--- config.mk ---
export PLATFORM = sky130hd
export DESIGN_NAME = lpif_link_top
export DESIGN_NICKNAME = d
export VERILOG_FILES = /design/src/verilog/lpif_link_pkg.sv /design/src/verilog/link_online_sync.sv /design/src/verilog/flit_tx_stripe.sv /design/src/verilog/lane_rx_align.sv /design/src/verilog/flit_rx_unpack.sv /design/src/verilog/lpif_link_top.sv
export SDC_FILE = /design/constraint.sdc
export NUM_CORES = 1
export LEC_CHECK = 0
export ABC_AREA = 1
export BUFFER_PORTS_ARGS = -buffer_cell sky130_fd_sc_hd__buf_2
export CAP_MARGIN = 25
export CORE_AREA = 2 2 506 508
export CTS_CLUSTER_DIAMETER = 120
export CTS_CLUSTER_SIZE = 20
export DETAILED_ROUTE_END_ITERATION = 10
export DIE_AREA = 0 0 508 510
export PLACE_DENSITY = 0.37
export REMOVE_ABC_BUFFERS = 1
export SYNTH_ARGS = -nofsm -noshare
export SYNTH_HDL_FRONTEND = slang
export SYNTH_SLANG_ARGS = --single-unit
--- constraint.sdc ---
create_clock -name clk_wr -period 7.6 [get_ports clk_wr]
set_clock_uncertainty 0.1 [all_clocks]
set_input_delay 1.52 -clock clk_wr [delete_from_list [all_inputs] [get_ports clk_wr]]
set_output_delay 1.52 -clock clk_wr [all_outputs]
set_load 0.02 [all_outputs]
--- src/verilog/lpif_link_pkg.sv ---
////////////////////////////////////////////////////////////////////////////
// Shared definitions for the reduced LPIF die-to-die link
// Lane geometry, packed flit layout, LPIF state and online sync state
////////////////////////////////////////////////////////////////////////////

package lpif_link_pkg;

  ////////////////////////////////////////////////////////////////////////////
  // Lane geometry

  // Eight PHY lanes of 40 bits, top bit of each lane is the strobe
  localparam int LANES      = 8;
  localparam int LANE_W     = 40;
  localparam int LANE_PAY_W = 39;

  // Flit payload and packed width
  localparam int DATA_W = 256;
  localparam int FLIT_W = 273;

  ////////////////////////////////////////////////////////////////////////////
  // Link state as carried in the flit

  typedef enum logic [3:0] {
    ST_RESET     = 4'h0,
    ST_ACTIVE    = 4'h1,
    ST_IDLE      = 4'h2,
    ST_LINKRESET = 4'h9,
    ST_RETRAIN   = 4'hb,
    ST_DISABLED  = 4'hc
  } lpif_state_e;

  // Online delayer FSM
  typedef enum logic [1:0] {
    SYNC_OFFLINE = 2'd0,
    SYNC_COUNT   = 2'd1,
    SYNC_ONLINE  = 2'd2
  } sync_state_e;

  ////////////////////////////////////////////////////////////////////////////
  // Packed flit, top bit first

  // 1 + 1 + 8 + 1 + 256 + 2 + 4 = 273 bits
  typedef struct packed {
    logic              valid;
    logic              crc_valid;
    logic [7:0]        crc;
    logic              dvalid;
    logic [DATA_W-1:0] data;
    logic [1:0]        protid;
    lpif_state_e       state;
  } lpif_flit_t;

endpackage

--- src/verilog/link_online_sync.sv ---
////////////////////////////////////////////////////////////////////////////
// Online sync for the tx and rx paths
// Each online input must stay high for a programmable count before the
// matching delayed flag goes high
////////////////////////////////////////////////////////////////////////////

module link_online_sync import lpif_link_pkg::*; #(
  parameter int DELAY_W = 16
) (
  input  logic               clk_wr,
  input  logic               rst,
  input  logic               tx_online,
  input  logic               rx_online,
  input  logic [DELAY_W-1:0] delay_x_value,
  input  logic [DELAY_W-1:0] delay_y_value,
  output logic               tx_online_delay,
  output logic               rx_online_delay
);

  // Channel 0 is tx, channel 1 is rx
  logic               online_in  [2];
  logic [DELAY_W-1:0] delay_in   [2];
  logic               online_out [2];

  assign online_in[0] = tx_online;
  assign online_in[1] = rx_online;
  assign delay_in[0]  = delay_x_value;
  assign delay_in[1]  = delay_y_value;

  for (genvar i = 0; i < 2; i++) begin : g_chan
    sync_state_e        state;
    logic [DELAY_W-1:0] cnt;

    always_ff @(posedge clk_wr) begin
      if (rst) begin
        state <= SYNC_OFFLINE;
        cnt   <= '0;
      end else begin
        case (state)
          SYNC_OFFLINE: begin
            // First high sample counts as cycle one
            if (online_in[i]) begin
              if (delay_in[i] <= DELAY_W'(1)) begin
                state <= SYNC_ONLINE;
              end else begin
                state <= SYNC_COUNT;
                cnt   <= delay_in[i] - DELAY_W'(1);
              end
            end
          end
          SYNC_COUNT: begin
            if (!online_in[i]) begin
              state <= SYNC_OFFLINE;
            end else if (cnt == DELAY_W'(1)) begin
              state <= SYNC_ONLINE;
            end else begin
              cnt <= cnt - DELAY_W'(1);
            end
          end
          SYNC_ONLINE: begin
            if (!online_in[i]) state <= SYNC_OFFLINE;
          end
          default: state <= SYNC_OFFLINE;
        endcase
      end
    end

    assign online_out[i] = (state == SYNC_ONLINE);
  end

  assign tx_online_delay = online_out[0];
  assign rx_online_delay = online_out[1];

endmodule

--- src/verilog/flit_tx_stripe.sv ---
////////////////////////////////////////////////////////////////////////////
// Upstream flit striping onto the eight tx lanes
// Strobe per lane, zero lanes while offline, sent flit counter
////////////////////////////////////////////////////////////////////////////

module flit_tx_stripe import lpif_link_pkg::*; #(
  parameter int CNT_W = 16
) (
  input  logic                         clk_wr,
  input  logic                         rst,
  input  logic                         tx_online_delay,
  input  lpif_flit_t                   ustrm_flit,
  output logic [LANES-1:0][LANE_W-1:0] tx_lanes,
  output logic [CNT_W-1:0]             tx_flit_count
);

  // Flit zero-extended to fill all lane payloads
  localparam int STRIPE_W = LANES * LANE_PAY_W;

  logic                take;
  logic [STRIPE_W-1:0] word_ext;

  // Flits offered while offline are simply dropped
  assign take = tx_online_delay & ustrm_flit.valid;

  // Empty payload when nothing is taken this cycle
  assign word_ext = take ? {{(STRIPE_W - FLIT_W){1'b0}}, ustrm_flit} : '0;

  ////////////////////////////////////////////////////////////////////////////
  // Lane registers

  always_ff @(posedge clk_wr) begin
    if (rst) begin
      tx_lanes <= '0;
    end else begin
      for (int k = 0; k < LANES; k++) begin
        if (tx_online_delay) begin
          // Lane k carries word bits 39k and up, strobe on top
          tx_lanes[k] <= {1'b1, word_ext[k*LANE_PAY_W +: LANE_PAY_W]};
        end else begin
          tx_lanes[k] <= '0;
        end
      end
    end
  end

  ////////////////////////////////////////////////////////////////////////////
  // Sent flit count

  // Wraps at 2^CNT_W
  always_ff @(posedge clk_wr) begin
    if (rst) begin
      tx_flit_count <= '0;
    end else if (take) begin
      tx_flit_count <= tx_flit_count + CNT_W'(1);
    end
  end

endmodule

--- src/verilog/lane_rx_align.sv ---
////////////////////////////////////////////////////////////////////////////
// Receive lane capture and flit reassembly
// Strobe agreement check and saturating strobe error counter
////////////////////////////////////////////////////////////////////////////

module lane_rx_align import lpif_link_pkg::*; (
  input  logic                         clk_wr,
  input  logic                         rst,
  input  logic                         rx_online_delay,
  input  logic [LANES-1:0][LANE_W-1:0] rx_lanes,
  output lpif_flit_t                   rx_word,
  output logic                         rx_word_valid,
  output logic [7:0]                   strobe_err_count
);

  logic [LANES-1:0]                 strb_q;
  logic [LANES-1:0][LANE_PAY_W-1:0] pay_q;
  logic [LANES*LANE_PAY_W-1:0]      gathered;
  logic                             strb_all;
  logic                             strb_none;
  logic                             strb_part;

  ////////////////////////////////////////////////////////////////////////////
  // Lane capture

  // Strobes reset so the error check starts clean
  always_ff @(posedge clk_wr) begin
    if (rst) begin
      strb_q <= '0;
    end else begin
      for (int k = 0; k < LANES; k++) begin
        strb_q[k] <= rx_lanes[k][LANE_W-1];
      end
    end
  end

  always_ff @(posedge clk_wr) begin
    for (int k = 0; k < LANES; k++) begin
      pay_q[k] <= rx_lanes[k][LANE_PAY_W-1:0];
    end
  end

  ////////////////////////////////////////////////////////////////////////////
  // Reassembly and qualification

  // Lane 0 lands in the low bits, padding above FLIT_W ignored
  assign gathered = pay_q;
  assign rx_word  = lpif_flit_t'(gathered[FLIT_W-1:0]);

  // Strobe class of the captured lane set
  assign strb_all  = &strb_q;
  assign strb_none = ~|strb_q;
  assign strb_part = !strb_all && !strb_none;

  assign rx_word_valid = strb_all && rx_online_delay && rx_word.valid;

  // Partial strobe set means the word is dropped
  always_ff @(posedge clk_wr) begin
    if (rst) begin
      strobe_err_count <= '0;
    end else if (strb_part && strobe_err_count != 8'hff) begin
      strobe_err_count <= strobe_err_count + 8'd1;
    end
  end

endmodule

--- src/verilog/flit_rx_unpack.sv ---
////////////////////////////////////////////////////////////////////////////
// Downstream flit output register and received flit counter
////////////////////////////////////////////////////////////////////////////

module flit_rx_unpack import lpif_link_pkg::*; #(
  parameter int CNT_W = 16
) (
  input  logic             clk_wr,
  input  logic             rst,
  input  lpif_flit_t       rx_word,
  input  logic             rx_word_valid,
  output lpif_flit_t       dstrm_flit,
  output logic [CNT_W-1:0] rx_flit_count
);

  ////////////////////////////////////////////////////////////////////////////
  // Qualifier bits

  // Forced low whenever no word is delivered
  always_ff @(posedge clk_wr) begin
    if (rst) begin
      dstrm_flit.valid     <= 1'b0;
      dstrm_flit.crc_valid <= 1'b0;
      dstrm_flit.dvalid    <= 1'b0;
    end else if (rx_word_valid) begin
      dstrm_flit.valid     <= rx_word.valid;
      dstrm_flit.crc_valid <= rx_word.crc_valid;
      dstrm_flit.dvalid    <= rx_word.dvalid;
    end else begin
      dstrm_flit.valid     <= 1'b0;
      dstrm_flit.crc_valid <= 1'b0;
      dstrm_flit.dvalid    <= 1'b0;
    end
  end

  ////////////////////////////////////////////////////////////////////////////
  // Payload fields

  // Hold last delivered value between flits
  always_ff @(posedge clk_wr) begin
    if (rx_word_valid) begin
      dstrm_flit.crc    <= rx_word.crc;
      dstrm_flit.data   <= rx_word.data;
      dstrm_flit.protid <= rx_word.protid;
      dstrm_flit.state  <= rx_word.state;
    end
  end

  // Wrapping count of delivered flits
  always_ff @(posedge clk_wr) begin
    if (rst) begin
      rx_flit_count <= '0;
    end else if (rx_word_valid) begin
      rx_flit_count <= rx_flit_count + CNT_W'(1);
    end
  end

endmodule

--- src/verilog/lpif_link_top.sv ---
////////////////////////////////////////////////////////////////////////////
// Top level of the reduced LPIF link over eight PHY lanes
// Online sync, tx striping, rx alignment, rx unpack and debug status words
////////////////////////////////////////////////////////////////////////////

module lpif_link_top import lpif_link_pkg::*; #(
  parameter int DELAY_W = 16,
  parameter int CNT_W   = 16
) (
  input  logic               clk_wr,
  input  logic               rst,

  // Control
  input  logic               tx_online,
  input  logic               rx_online,
  input  logic [DELAY_W-1:0] delay_x_value,
  input  logic [DELAY_W-1:0] delay_y_value,

  // PHY lanes
  output logic [LANE_W-1:0]  tx_phy0,
  output logic [LANE_W-1:0]  tx_phy1,
  output logic [LANE_W-1:0]  tx_phy2,
  output logic [LANE_W-1:0]  tx_phy3,
  output logic [LANE_W-1:0]  tx_phy4,
  output logic [LANE_W-1:0]  tx_phy5,
  output logic [LANE_W-1:0]  tx_phy6,
  output logic [LANE_W-1:0]  tx_phy7,
  input  logic [LANE_W-1:0]  rx_phy0,
  input  logic [LANE_W-1:0]  rx_phy1,
  input  logic [LANE_W-1:0]  rx_phy2,
  input  logic [LANE_W-1:0]  rx_phy3,
  input  logic [LANE_W-1:0]  rx_phy4,
  input  logic [LANE_W-1:0]  rx_phy5,
  input  logic [LANE_W-1:0]  rx_phy6,
  input  logic [LANE_W-1:0]  rx_phy7,

  // Upstream flit
  input  logic [3:0]         ustrm_state,
  input  logic [1:0]         ustrm_protid,
  input  logic [DATA_W-1:0]  ustrm_data,
  input  logic               ustrm_dvalid,
  input  logic [7:0]         ustrm_crc,
  input  logic               ustrm_crc_valid,
  input  logic               ustrm_valid,

  // Downstream flit
  output logic [3:0]         dstrm_state,
  output logic [1:0]         dstrm_protid,
  output logic [DATA_W-1:0]  dstrm_data,
  output logic               dstrm_dvalid,
  output logic [7:0]         dstrm_crc,
  output logic               dstrm_crc_valid,
  output logic               dstrm_valid,

  // Debug status
  output logic [31:0]        rx_downstream_debug_status,
  output logic [31:0]        tx_upstream_debug_status
);

  logic                         tx_online_delay;
  logic                         rx_online_delay;
  lpif_flit_t                   ustrm_flit;
  lpif_flit_t                   dstrm_flit;
  lpif_flit_t                   rx_word;
  logic                         rx_word_valid;
  logic [LANES-1:0][LANE_W-1:0] tx_lanes;
  logic [LANES-1:0][LANE_W-1:0] rx_lanes;
  logic [CNT_W-1:0]             tx_flit_count;
  logic [CNT_W-1:0]             rx_flit_count;
  logic [7:0]                   strobe_err_count;

  ////////////////////////////////////////////////////////////////////////////
  // Port mapping

  assign ustrm_flit.valid     = ustrm_valid;
  assign ustrm_flit.crc_valid = ustrm_crc_valid;
  assign ustrm_flit.crc       = ustrm_crc;
  assign ustrm_flit.dvalid    = ustrm_dvalid;
  assign ustrm_flit.data      = ustrm_data;
  assign ustrm_flit.protid    = ustrm_protid;
  assign ustrm_flit.state     = lpif_state_e'(ustrm_state);

  assign dstrm_valid     = dstrm_flit.valid;
  assign dstrm_crc_valid = dstrm_flit.crc_valid;
  assign dstrm_crc       = dstrm_flit.crc;
  assign dstrm_dvalid    = dstrm_flit.dvalid;
  assign dstrm_data      = dstrm_flit.data;
  assign dstrm_protid    = dstrm_flit.protid;
  assign dstrm_state     = dstrm_flit.state;

  assign tx_phy0 = tx_lanes[0];
  assign tx_phy1 = tx_lanes[1];
  assign tx_phy2 = tx_lanes[2];
  assign tx_phy3 = tx_lanes[3];
  assign tx_phy4 = tx_lanes[4];
  assign tx_phy5 = tx_lanes[5];
  assign tx_phy6 = tx_lanes[6];
  assign tx_phy7 = tx_lanes[7];

  assign rx_lanes = {rx_phy7, rx_phy6, rx_phy5, rx_phy4,
                     rx_phy3, rx_phy2, rx_phy1, rx_phy0};

  // Counts squeezed or padded to the 16-bit status field
  assign rx_downstream_debug_status = {strobe_err_count, 16'(rx_flit_count), 6'h0,
                                       tx_online_delay, rx_online_delay};
  assign tx_upstream_debug_status   = {8'h0, 16'(tx_flit_count), 6'h0,
                                       tx_online_delay, rx_online_delay};

  ////////////////////////////////////////////////////////////////////////////
  // Stages

  link_online_sync #(.DELAY_W(DELAY_W)) u_sync (
    .clk_wr          (clk_wr),
    .rst             (rst),
    .tx_online       (tx_online),
    .rx_online       (rx_online),
    .delay_x_value   (delay_x_value),
    .delay_y_value   (delay_y_value),
    .tx_online_delay (tx_online_delay),
    .rx_online_delay (rx_online_delay)
  );

  flit_tx_stripe #(.CNT_W(CNT_W)) u_tx (
    .clk_wr          (clk_wr),
    .rst             (rst),
    .tx_online_delay (tx_online_delay),
    .ustrm_flit      (ustrm_flit),
    .tx_lanes        (tx_lanes),
    .tx_flit_count   (tx_flit_count)
  );

  lane_rx_align u_rx_align (
    .clk_wr           (clk_wr),
    .rst              (rst),
    .rx_online_delay  (rx_online_delay),
    .rx_lanes         (rx_lanes),
    .rx_word          (rx_word),
    .rx_word_valid    (rx_word_valid),
    .strobe_err_count (strobe_err_count)
  );

  flit_rx_unpack #(.CNT_W(CNT_W)) u_rx_unpack (
    .clk_wr        (clk_wr),
    .rst           (rst),
    .rx_word       (rx_word),
    .rx_word_valid (rx_word_valid),
    .dstrm_flit    (dstrm_flit),
    .rx_flit_count (rx_flit_count)
  );

endmodule

==> impl_metrics.ini, run 1 <==
[floorplanning]
start_util_pct = 11.0
die_area_mm2 = 0.259
ios = 1286
core_mm2 = 0.253
die_y_um = 510
fp.dieW_um = 508
rows = 185

[setup_path]
critical_path_arrival_ns = 1.72
r2r_end = u_rx_unpack.dstrm_flit[196]
cp-end-kind = output pin
rr_startpoint = u_sync.g_chan[1].state[1]
path_max_fanout = 5
worstPathCellList = inv_1 > nor2_1 > buf_2
path_buf_inv = 2
required_ns = 5.98
cp_top_family = simple AND/OR/NAND/NOR gates
critPathMaxStageDelay_ns = 0.36
crit_slowest_cell = nor2_1
worstSetupStartpointType = flip-flop
reg2reg_depth = 6
r2r_setup_slack_ns = 4.50
worstSetupPathType = flip-flop to output pin

[logic_synthesis]
synth_cell_type_count = 42
synth_xor_area_share_pct = 0.785
synth_edf_count = 270
syn_inst = 2412
synth_mux_area_share_pct = 0.0717
ys.flop_type = dfxtp_1
synth_top_area_share_pct = 45.5
synth_top_cells_by_area = dfxtp_1, edfxtp_1, inv_1, nor2_1, nand2_1
netlist.top_cell.by_area = dfxtp_1
async_flop_share_pct = 0
syn_avg_cell_area_um2 = 11.6
synth_compound_area_share_pct = 2.07
synth_top_family_by_area = simple AND/OR/NAND/NOR gates
synth_area_mm2 = 0.0279
ys_ff_latch = 904
yosys_warnings = 0
synth-simple-area-share_pct = 13.8
ys_seq_area_share_pct = 74.5
yosys.area_share.adder_pct = 0.493

[detailed_routing]
dr_wl_met3_um = 17600
wire_per_inst_um = 20.7
drt_iter0_markers = 1063
dr.max_layer_used = met5
wirelength_um = 146000
ant_nets = 0
drcViolationCount = 0
dr_total_vias = 20800
viasPerCell = 2.95
met2_length_um = 74300
wl_met1_um = 47000
drt_first_pass_iters = 4

[power]
power_w = 0.00905
ir_worst_vdd_mv = 0.151
powerDensity_mw_per_mm2 = 229
leakage_nw = 17.8

[place]
numPlacedInstances = 6914
dp_hpwl_um = 123000
port_buffers = 1187
gp_congestion = 0.851

[finish]
areaGrowthSynthToFinish_pct = 41.6
drive_above_1_share_pct = 38.6
fillCellCount = 28800
stdcell_count = 7068
final_nets = 4246

[timing]
finalHoldViolCount = 0
fmax_mhz = 300
setup_violations = 0
tns_ns = 0
grt_setup_unrepaired = false
worst_pin_slew_ns = 0.910
fin_crit_ns = 3.34
post-route-period-util_pct = 43.9
slew_viol_final = 0
worst_slew_margin_rel_pct = 39.3

[global_routing]
grt_first_pass_wirelength_um = 186000
grt_antenna_before_repair = 126
first_global_vias = 20700
grt-ovfl-total = 0
grt_usage_pct = 10.6
grt_max_degree = 131

[clocking]
cts_buffers = 56
ctsHtreeMaxLevel = 2
clkSlewWorstSetupHoldPaths_ns = 0.08
worstSkewPairLatency_ns = 0.71
cts-root-buf = clkbuf_16
post_cts_buffers = 0
post_cts_resized = 0
clock-sinks = 904
cts-hold-fix-buffers = 0
cts_tree = done
cts_max_path_buffers = 3

[run_status]
status = finished, final reports clean

[flow_run]
drv_cap = 0

[worst_hold_path]
min_path_cells = 0
hp-class = flip-flop to flip-flop
hold_end = u_rx_unpack.dstrm_flit[96]
min-delay-start = u_rx_align.rx_word[96]
==> per-stage QoR <==
step | setup slack (ns) | hold WS, ns | util [%] | cell area, um^2
3_5_place_dp | 3.80 | 0.289 | 14.8 | 37600
4_1_cts | 4.14 | 0.295 | 15.5 | 39400
3_3_place_gp | 3.86 | 0.286 | 14.8 | 37600
6_report | 4.26 | 0.298 | 15.6 | 39500
2_1_floorplan | 1.26 | 0.286 | - | 27300
5_1_grt | 4.12 | 0.298 | 15.6 | 39400
==> how the worst max path moves through the flow <==
stage | from | end | slack [ns] | cells past startpoint
after floorplan | u_sync.g_chan[1].state[1] | u_rx_unpack.rx_flit_count[4] | 1.26 | 7
after global placement | rst | u_tx.tx_lanes[91] | 3.86 | 6
after detailed placement | rst | u_tx.tx_lanes[128] | 3.80 | 6
after CTS | u_sync.g_chan[1].state[1] | tx_upstream_debug_status[0] | 4.14 | 3
after global routing | u_sync.g_chan[1].state[1] | tx_upstream_debug_status[0] | 4.12 | 3
final | u_sync.g_chan[1].state[1] | tx_upstream_debug_status[0] | 4.26 | 3
==> placed cells by master (no fill, tap or decap), drive strengths merged, types with 40 or more instances in the layout <==
cell	n
conb	59
buf	1200
nor2	452
inv	386
nand2	258
diode	55
clkbuf	84
edfxtp	270
dfxtp	634
nand3	121
a21oi	59
o21ai	40
==> cell usage after synthesis (19+ instances only) <==
cell / number
dfxtp_1: 634
inv_1: 378
nor2_1: 354
edfxtp_1: 270
nand2_1: 246
nand3_1: 115
nor2_2: 79
buf_4: 71
a21oi_1: 53
o21ai_0: 28
clkbuf_1: 22
nor2_4: 19
==> where the power goes <==
part / internal (W) / total (W) / switching [W]
clock network: 0.00152 / 0.00339 / 0.00188
logic: 0.000206 / 0.000545 / 0.000339
registers: 0.00506 / 0.00511 / 0.0000515
total: 0.00678 / 0.00905 / 0.00227
==> routing by layer <==
layer  vias to the layer above  global-route usage (%)
li1                       9757                       -
met1                      9655                    9.82
met2                      1118                    20.0
met3                       298                    5.43
met4                         4                    3.51
met5                         -                       0
==> kinds of logic after synthesis <==
kind of cell / Yosys count
DFF: 904
and+or+nand+nor: 856
buffers and inverters: 507
AOI/OAI and AO/OA: 106
xor gates and xnor gates: 25
adders and majority gates: 11
muxes: 2
other: 1
==> worst reg2reg max path, stage by stage (launching register included) <==
cell and delay, ns:
dfxtp_1 0.33, inv_1 0.05, nor2_1 0.36, nand2_1 0.21
nor2_4 0.42, buf_12 0.39, buf_12 0.59
==> cell type report <==
class / count / area, um^2 / share of cell area (%)
sequential: 904 / 20800 / 52.6
timing repair buffer: 1200 / 6080 / 15.4
multi-input combinational: 1059 / 5020 / 12.7
tap: 3366 / 4210 / 10.7
clock buffer: 84 / 1540 / 3.89
inverter: 385 / 1470 / 3.71
clock inverter: 15 / 275 / 0.696
antenna: 55 / 138 / 0.348
==> flip-flops by register name, indices dropped and copies added, names as in the netlist <==
signal / cells
u_sync.g_chan.state: 4
u_rx_unpack.dstrm_flit: 273
u_rx_align.strobe_err_count: 8
u_tx.tx_lanes: 274
u_rx_unpack.rx_flit_count: 16
u_rx_align.strb_q: 8
u_sync.g_chan.cnt: 32
u_tx.tx_flit_count: 16
u_rx_align.rx_word: 273
Note: power is estimated with default switching activity, not from simulation.
==> run 2: changes to the inputs <==
clock period = 3 ns   (was 7.6 ns; I/O delays follow)
==> run 2 against run 1 <==
Sequential share of layout area decreased by 6.4 points. Cell area increased by 14%. Worst hold slack got worse by 0.20 ns. Sequential cell count unchanged. Via count increased by 9.7%. Register-to-register slack got worse by 3.7 ns. Combinational power increased to 3.7 times the previous value. Cell count increased by 7.4%. Sequential power increased to 2.5 times the previous value. Critical endpoint is now dstrm_data[222]. Non-clock buffer count increased by 558. Die area unchanged. Critical path depth decreased by 2.
==> impl_metrics.ini, run 2 (same netlist as run 1, synthesis figures left out) <==
[finish]
top_register = u_tx.tx_lanes
largest_register_ffs = 274
final_nets = 4804
areaGrowthSynthToFinish_pct = 61.2
most-common-layout-cells = buf_2, dfxtp_1, dlygate4sd3_1
drive_above_1_share_pct = 33.9
layout_commonest_cell = buf_2

[floorplanning]
die_area_mm2 = 0.259
fp.dieW_um = 508
start_util_pct = 11.0
core_mm2 = 0.253
die_y_um = 510
rows = 185
ios = 1286

[setup_path]
cp_top_family = flip-flops
worstSetupStartpointType = flip-flop
required_ns = 2.30
crit_slowest_cell = edfxtp_1
path_buf_inv = 1
critPathMaxStageDelay_ns = 0.60
cp-end-kind = output pin
path_max_fanout = 1
worstPathCellList = buf_2
critical_path_arrival_ns = 1.56
worstSetupPathType = flip-flop to output pin
r2r_setup_slack_ns = 0.79

[flow_run]
drv_cap = 0

[timing]
worst_pin_slew_ns = 0.749
slew_viol_final = 0
setup_violations = 0
finalHoldViolCount = 0
worst_slew_margin_rel_pct = 50.0
fin_crit_ns = 2.26
grt_setup_unrepaired = false
post-route-period-util_pct = 75.4
fmax_mhz = 442
tns_ns = 0

[global_routing]
grt-ovfl-total = 0
grt_max_degree = 89
grt_first_pass_wirelength_um = 193000
grt_antenna_before_repair = 80
grt_usage_pct = 10.8
first_global_vias = 23800

[power]
ir_worst_vdd_mv = 0.334
powerDensity_mw_per_mm2 = 523
power_w = 0.0235
leakage_nw = 20.1

[detailed_routing]
dr.max_layer_used = met5
wire_per_inst_um = 19.5
ant_nets = 0
drt_iter0_markers = 1131
dr_total_vias = 22800
viasPerCell = 3.01
drcViolationCount = 0
dr_wl_met3_um = 14300
wl_met1_um = 51100
met2_length_um = 76300
drt_first_pass_iters = 7
wirelength_um = 148000

[clocking]
cts_max_path_buffers = 3
cts_buffers = 56
clkSlewWorstSetupHoldPaths_ns = 0.08
post_cts_buffers = 0
worstSkewPairLatency_ns = 0.73
cts-root-buf = clkbuf_16
post_cts_resized = 0
ctsHtreeMaxLevel = 2
cts_tree = done
cts-hold-fix-buffers = 542
clock-sinks = 904

[place]
port_buffers = 1187
gp_congestion = 0.844
dp_hpwl_um = 123000

[run_status]
status = finished, final reports clean

[worst_hold_path]
hp-class = input pin to flip-flop
[run 2: cell count changes in the layout (fill, tap and decap cells not counted), sizes merged]
cell / before / now
buf: 1200 / 1216
clkbuf: 84 / 80
clkinv: 10 / 9
clkinvlp: 2 / 1
diode: 55 / 25
dlygate4sd3: 0 / 542
inv: 386 / 388
[run 2: worst paths after layout]
kind / startpoint / depth (start not counted) / end
worst max-delay path: u_rx_unpack.dstrm_flit[228] / 1 / dstrm_data[222]
worst min-delay path: ustrm_data[246] / 3 / u_tx.tx_lanes[258]
worst max register to register: u_rx_align.strb_q[3] / 6 / u_rx_unpack.dstrm_flit[47]
worst min register to register: u_rx_align.rx_word[246] / 0 / u_rx_unpack.dstrm_flit[246]
[run 2: power breakdown]
| group | internal [W] | leakage, nW | switching, W |
|---|---|---|---|
| combinational | 0.000992 | 11.6 | 0.00104 |
| clock | 0.00384 | 0.859 | 0.00467 |
| sequential | 0.0128 | 7.65 | 0.000147 |
[run 2: through the flow]
step / instance area, um^2 / util (%) / hold WS [ns] / setup slack, ns / std cells
2_1_floorplan: 27300 / - / 0.286 / -3.34 / 2348
3_3_place_gp: 37700 / 14.9 / 0.286 / 0.414 / 6930
3_5_place_dp: 37700 / 14.9 / 0.289 / 0.424 / 6930
4_1_cts: 44900 / 17.7 / 0.00299 / 0.503 / 7567
5_1_grt: 45000 / 17.7 / 0.0427 / 0.570 / 7580
6_report: 45000 / 17.8 / 0.0971 / 0.738 / 7592
[run 2: layout make-up]
cell class	instances	area (um^2)
Clock inverter	15	263
Sequential cell	904	20800
Antenna cell	25	62.6
Timing Repair Buffer	1758	11600
Tap cell	3366	4210
Multi-Input combinational cell	1059	5020
Fill cell	28400	208000
Inverter	385	1470
Clock buffer	80	1530
[run 2: routing by layer]
metal / up-vias / global-route usage (%)
li1: 10800 / -
met1: 10700 / 10.6
met2: 1058 / 19.9
met3: 219 / 4.34
met4: 10 / 4.46
met5: - / 0
==> run 3: changes to the inputs <==
ABC_AREA = 0   (was 1)
clock period = 1.9 ns   (was 3 ns; I/O delays follow)
==> run 3 against run 2 <==
The run now ends with negative setup slack left. Synthesized cell count fell by 26%. Worst hold slack got worse by 0.017 ns. Clock power rose by 52%. Clock-buffer cell count fell by 1. Cell area rose by 2.8%. Area after synthesis fell by 5.8%. Die area did not move. Via count fell by 7.8%. Critical path type is now flip-flop to flip-flop.
==> impl_metrics.ini, run 3 <==
[detailed_routing]
ant_nets = 0
wire_per_inst_um = 19.8
viasPerCell = 2.94
drt_first_pass_iters = 5
drt_iter0_markers = 1096
dr_total_vias = 21100
drcViolationCount = 0
wirelength_um = 141000

[finish]
areaGrowthSynthToFinish_pct = 76.1
layout_commonest_cell = buf_2
top_register = u_tx.tx_lanes
final_nets = 4367
most-common-layout-cells = buf_2, dfxtp_1, dlygate4sd3_1
largest_register_ffs = 274
drive_above_1_share_pct = 42.6

[setup_path]
critical_path_arrival_ns = 2.50
cp-end-kind = flip-flop
required_ns = 2.35
worstSetupStartpointType = flip-flop
path_max_fanout = 5
worstSetupPathType = flip-flop to flip-flop

[logic_synthesis]
synthMostInstantiatedCell = dfxtp_1
synth_top_cells_by_area = dfxtp_1, edfxtp_1, and2_1, buf_4, xnor2_1
netlist.top_cell.by_area = dfxtp_1
syn_avg_cell_area_um2 = 14.7
ys_seq_area_share_pct = 79.2
ys_ff_latch = 904
ys_top_cells_by_count = dfxtp_1, and2_1, edfxtp_1, buf_4, nor2_1
synth_area_mm2 = 0.0263
ys.flop_type = dfxtp_1
synth_edf_count = 270
syn_inst = 1793
synth_top_area_share_pct = 48.3
synth_cell_type_count = 61
yosys_warnings = 0
async_flop_share_pct = 0

[floorplanning]
fp.dieW_um = 508
die_area_mm2 = 0.259
ios = 1286
die_y_um = 510
start_util_pct = 10.4
core_mm2 = 0.253
rows = 185

[place]
dp_hpwl_um = 117000
gp_congestion = 0.866
port_buffers = 1187

[timing]
post-route-period-util_pct = 108
hold_slack_ns = 0.0801
finalHoldViolCount = 0
fin_crit_ns = 2.05
worst_pin_slew_ns = 0.571
setup_slack_ns = -0.153
fmax_mhz = 487
grt_setup_unrepaired = true
slew_viol_final = 0
worst_slew_margin_rel_pct = 61.9
tns_ns = -2.46
setup_violations = 39

[flow_run]
drv_cap = 0

[clocking]
cts_max_path_buffers = 3
clkSlewWorstSetupHoldPaths_ns = 0.08
clock-sinks = 904
ctsHtreeMaxLevel = 2
cts-root-buf = clkbuf_16
cts_tree = done
cts_buffers = 56
worstSkewPairLatency_ns = 0.68

[global_routing]
grt_antenna_before_repair = 50
grt_usage_pct = 10.3
grt-ovfl-total = 0
first_global_vias = 22300
grt_max_degree = 51
grt_first_pass_wirelength_um = 183000

[run_status]
status = complete, but fails checks
failed_checks = negative setup slack

[power]
leakage_nw = 19.4
ir_worst_vdd_mv = 0.674
powerDensity_mw_per_mm2 = 782

[worst_hold_path]
hp-class = input pin to flip-flop
[run 3: final cells by class]
class,count,area (um^2)
flip-flops and latches,904,20900
inverters,18,75.1
clock inverters,16,221
multi-input cells,804,5310
repair buffers,1943,14000
diodes,30,75.1
clock buffers,79,1490
fillers,27900,207000
well taps,3366,4210
[run 3: final timing paths]
path,slack [ns],from,cells after the start,endpoint
worst max-delay path,-0.15,u_sync.g_chan[0].cnt[10],10,u_sync.g_chan[0].cnt[5]
worst min register to register,0.29,u_rx_align.rx_word[139],0,u_rx_unpack.dstrm_flit[139]
worst max register to register,-0.15,u_sync.g_chan[0].cnt[10],10,u_sync.g_chan[0].cnt[5]
worst min-delay path,0.08,rst,3,u_sync.g_chan[0].cnt[1]
[run 3: what timing repair did]
item,CTS,global route
pin swaps,11,48
gates cloned,5,3
gates resized for setup,298,97
endpoints found under the hold margin,558,0
hold buffers,558,0
setup endpoints to repair,437,107
buffers inserted,12,9
[run 3: cell families after synthesis]
| kind of cell | after synthesis | synth area share [%] |
|---|---|---|
| and+or+nand+nor | 538 | 11.9 |
| DFF | 904 | 79.2 |
| xor gates and xnor gates | 55 | 1.83 |
| AOI/OAI and AO/OA | 133 | 3.22 |
| other | 1 | 0.0143 |
| buffers and inverters | 146 | 3.18 |
| muxes | 5 | 0.190 |
| adders and majority gates | 11 | 0.524 |
[run 3: worst max-delay path, stage by stage (launching register included)]
cell	delay (ns)
dfxtp_4	0.36
nor4_4	0.27
buf_4	0.15
nand3b_1	0.11
o22a_1	0.26
nand3b_1	0.14
buf_12	0.14
buf_12	0.11
buf_8	0.11
a211o_1	0.11
a21oi_2	0.05
[run 3: through the flow]
| stage | power [W] | util (%) | area [um^2] | std cells | setup slack, ns |
|---|---|---|---|---|---|
| after floorplan | 0.0213 | - | 25700 | 1723 | -7.25 |
| after global placement | 0.0225 | 14.8 | 37400 | 6452 | -0.513 |
| after detailed placement | 0.0225 | 14.8 | 37400 | 6452 | -0.516 |
| after CTS | 0.0369 | 18.0 | 45700 | 7120 | -0.235 |
| after global routing | 0.0378 | 18.2 | 46200 | 7141 | -0.240 |
| final | 0.0362 | 18.3 | 46300 | 7160 | -0.153 |
[run 3: metal layers]
| metal | track usage [%] | routed length [um] | vias to the layer above |
|---|---|---|---|
| met5 | 0 | 78 | - |
| met4 | 4.26 | 6790 | 12 |
| met3 | 4.47 | 14800 | 222 |
| met2 | 19.0 | 72300 | 1051 |
| met1 | 9.83 | 47400 | 9970 |
| li1 | - | - | 9805 |
[run 3: report_power, final]
group | total, W | internal [W] | leakage (nW) | switching, W
Sequential | 0.0204 | 0.0202 | 7.67 | 0.000180
Clock | 0.0129 | 0.00575 | 0.819 | 0.00717
Combinational | 0.00286 | 0.00167 | 10.9 | 0.00119
Total | 0.0362 | 0.0276 | 19.4 | 0.00855
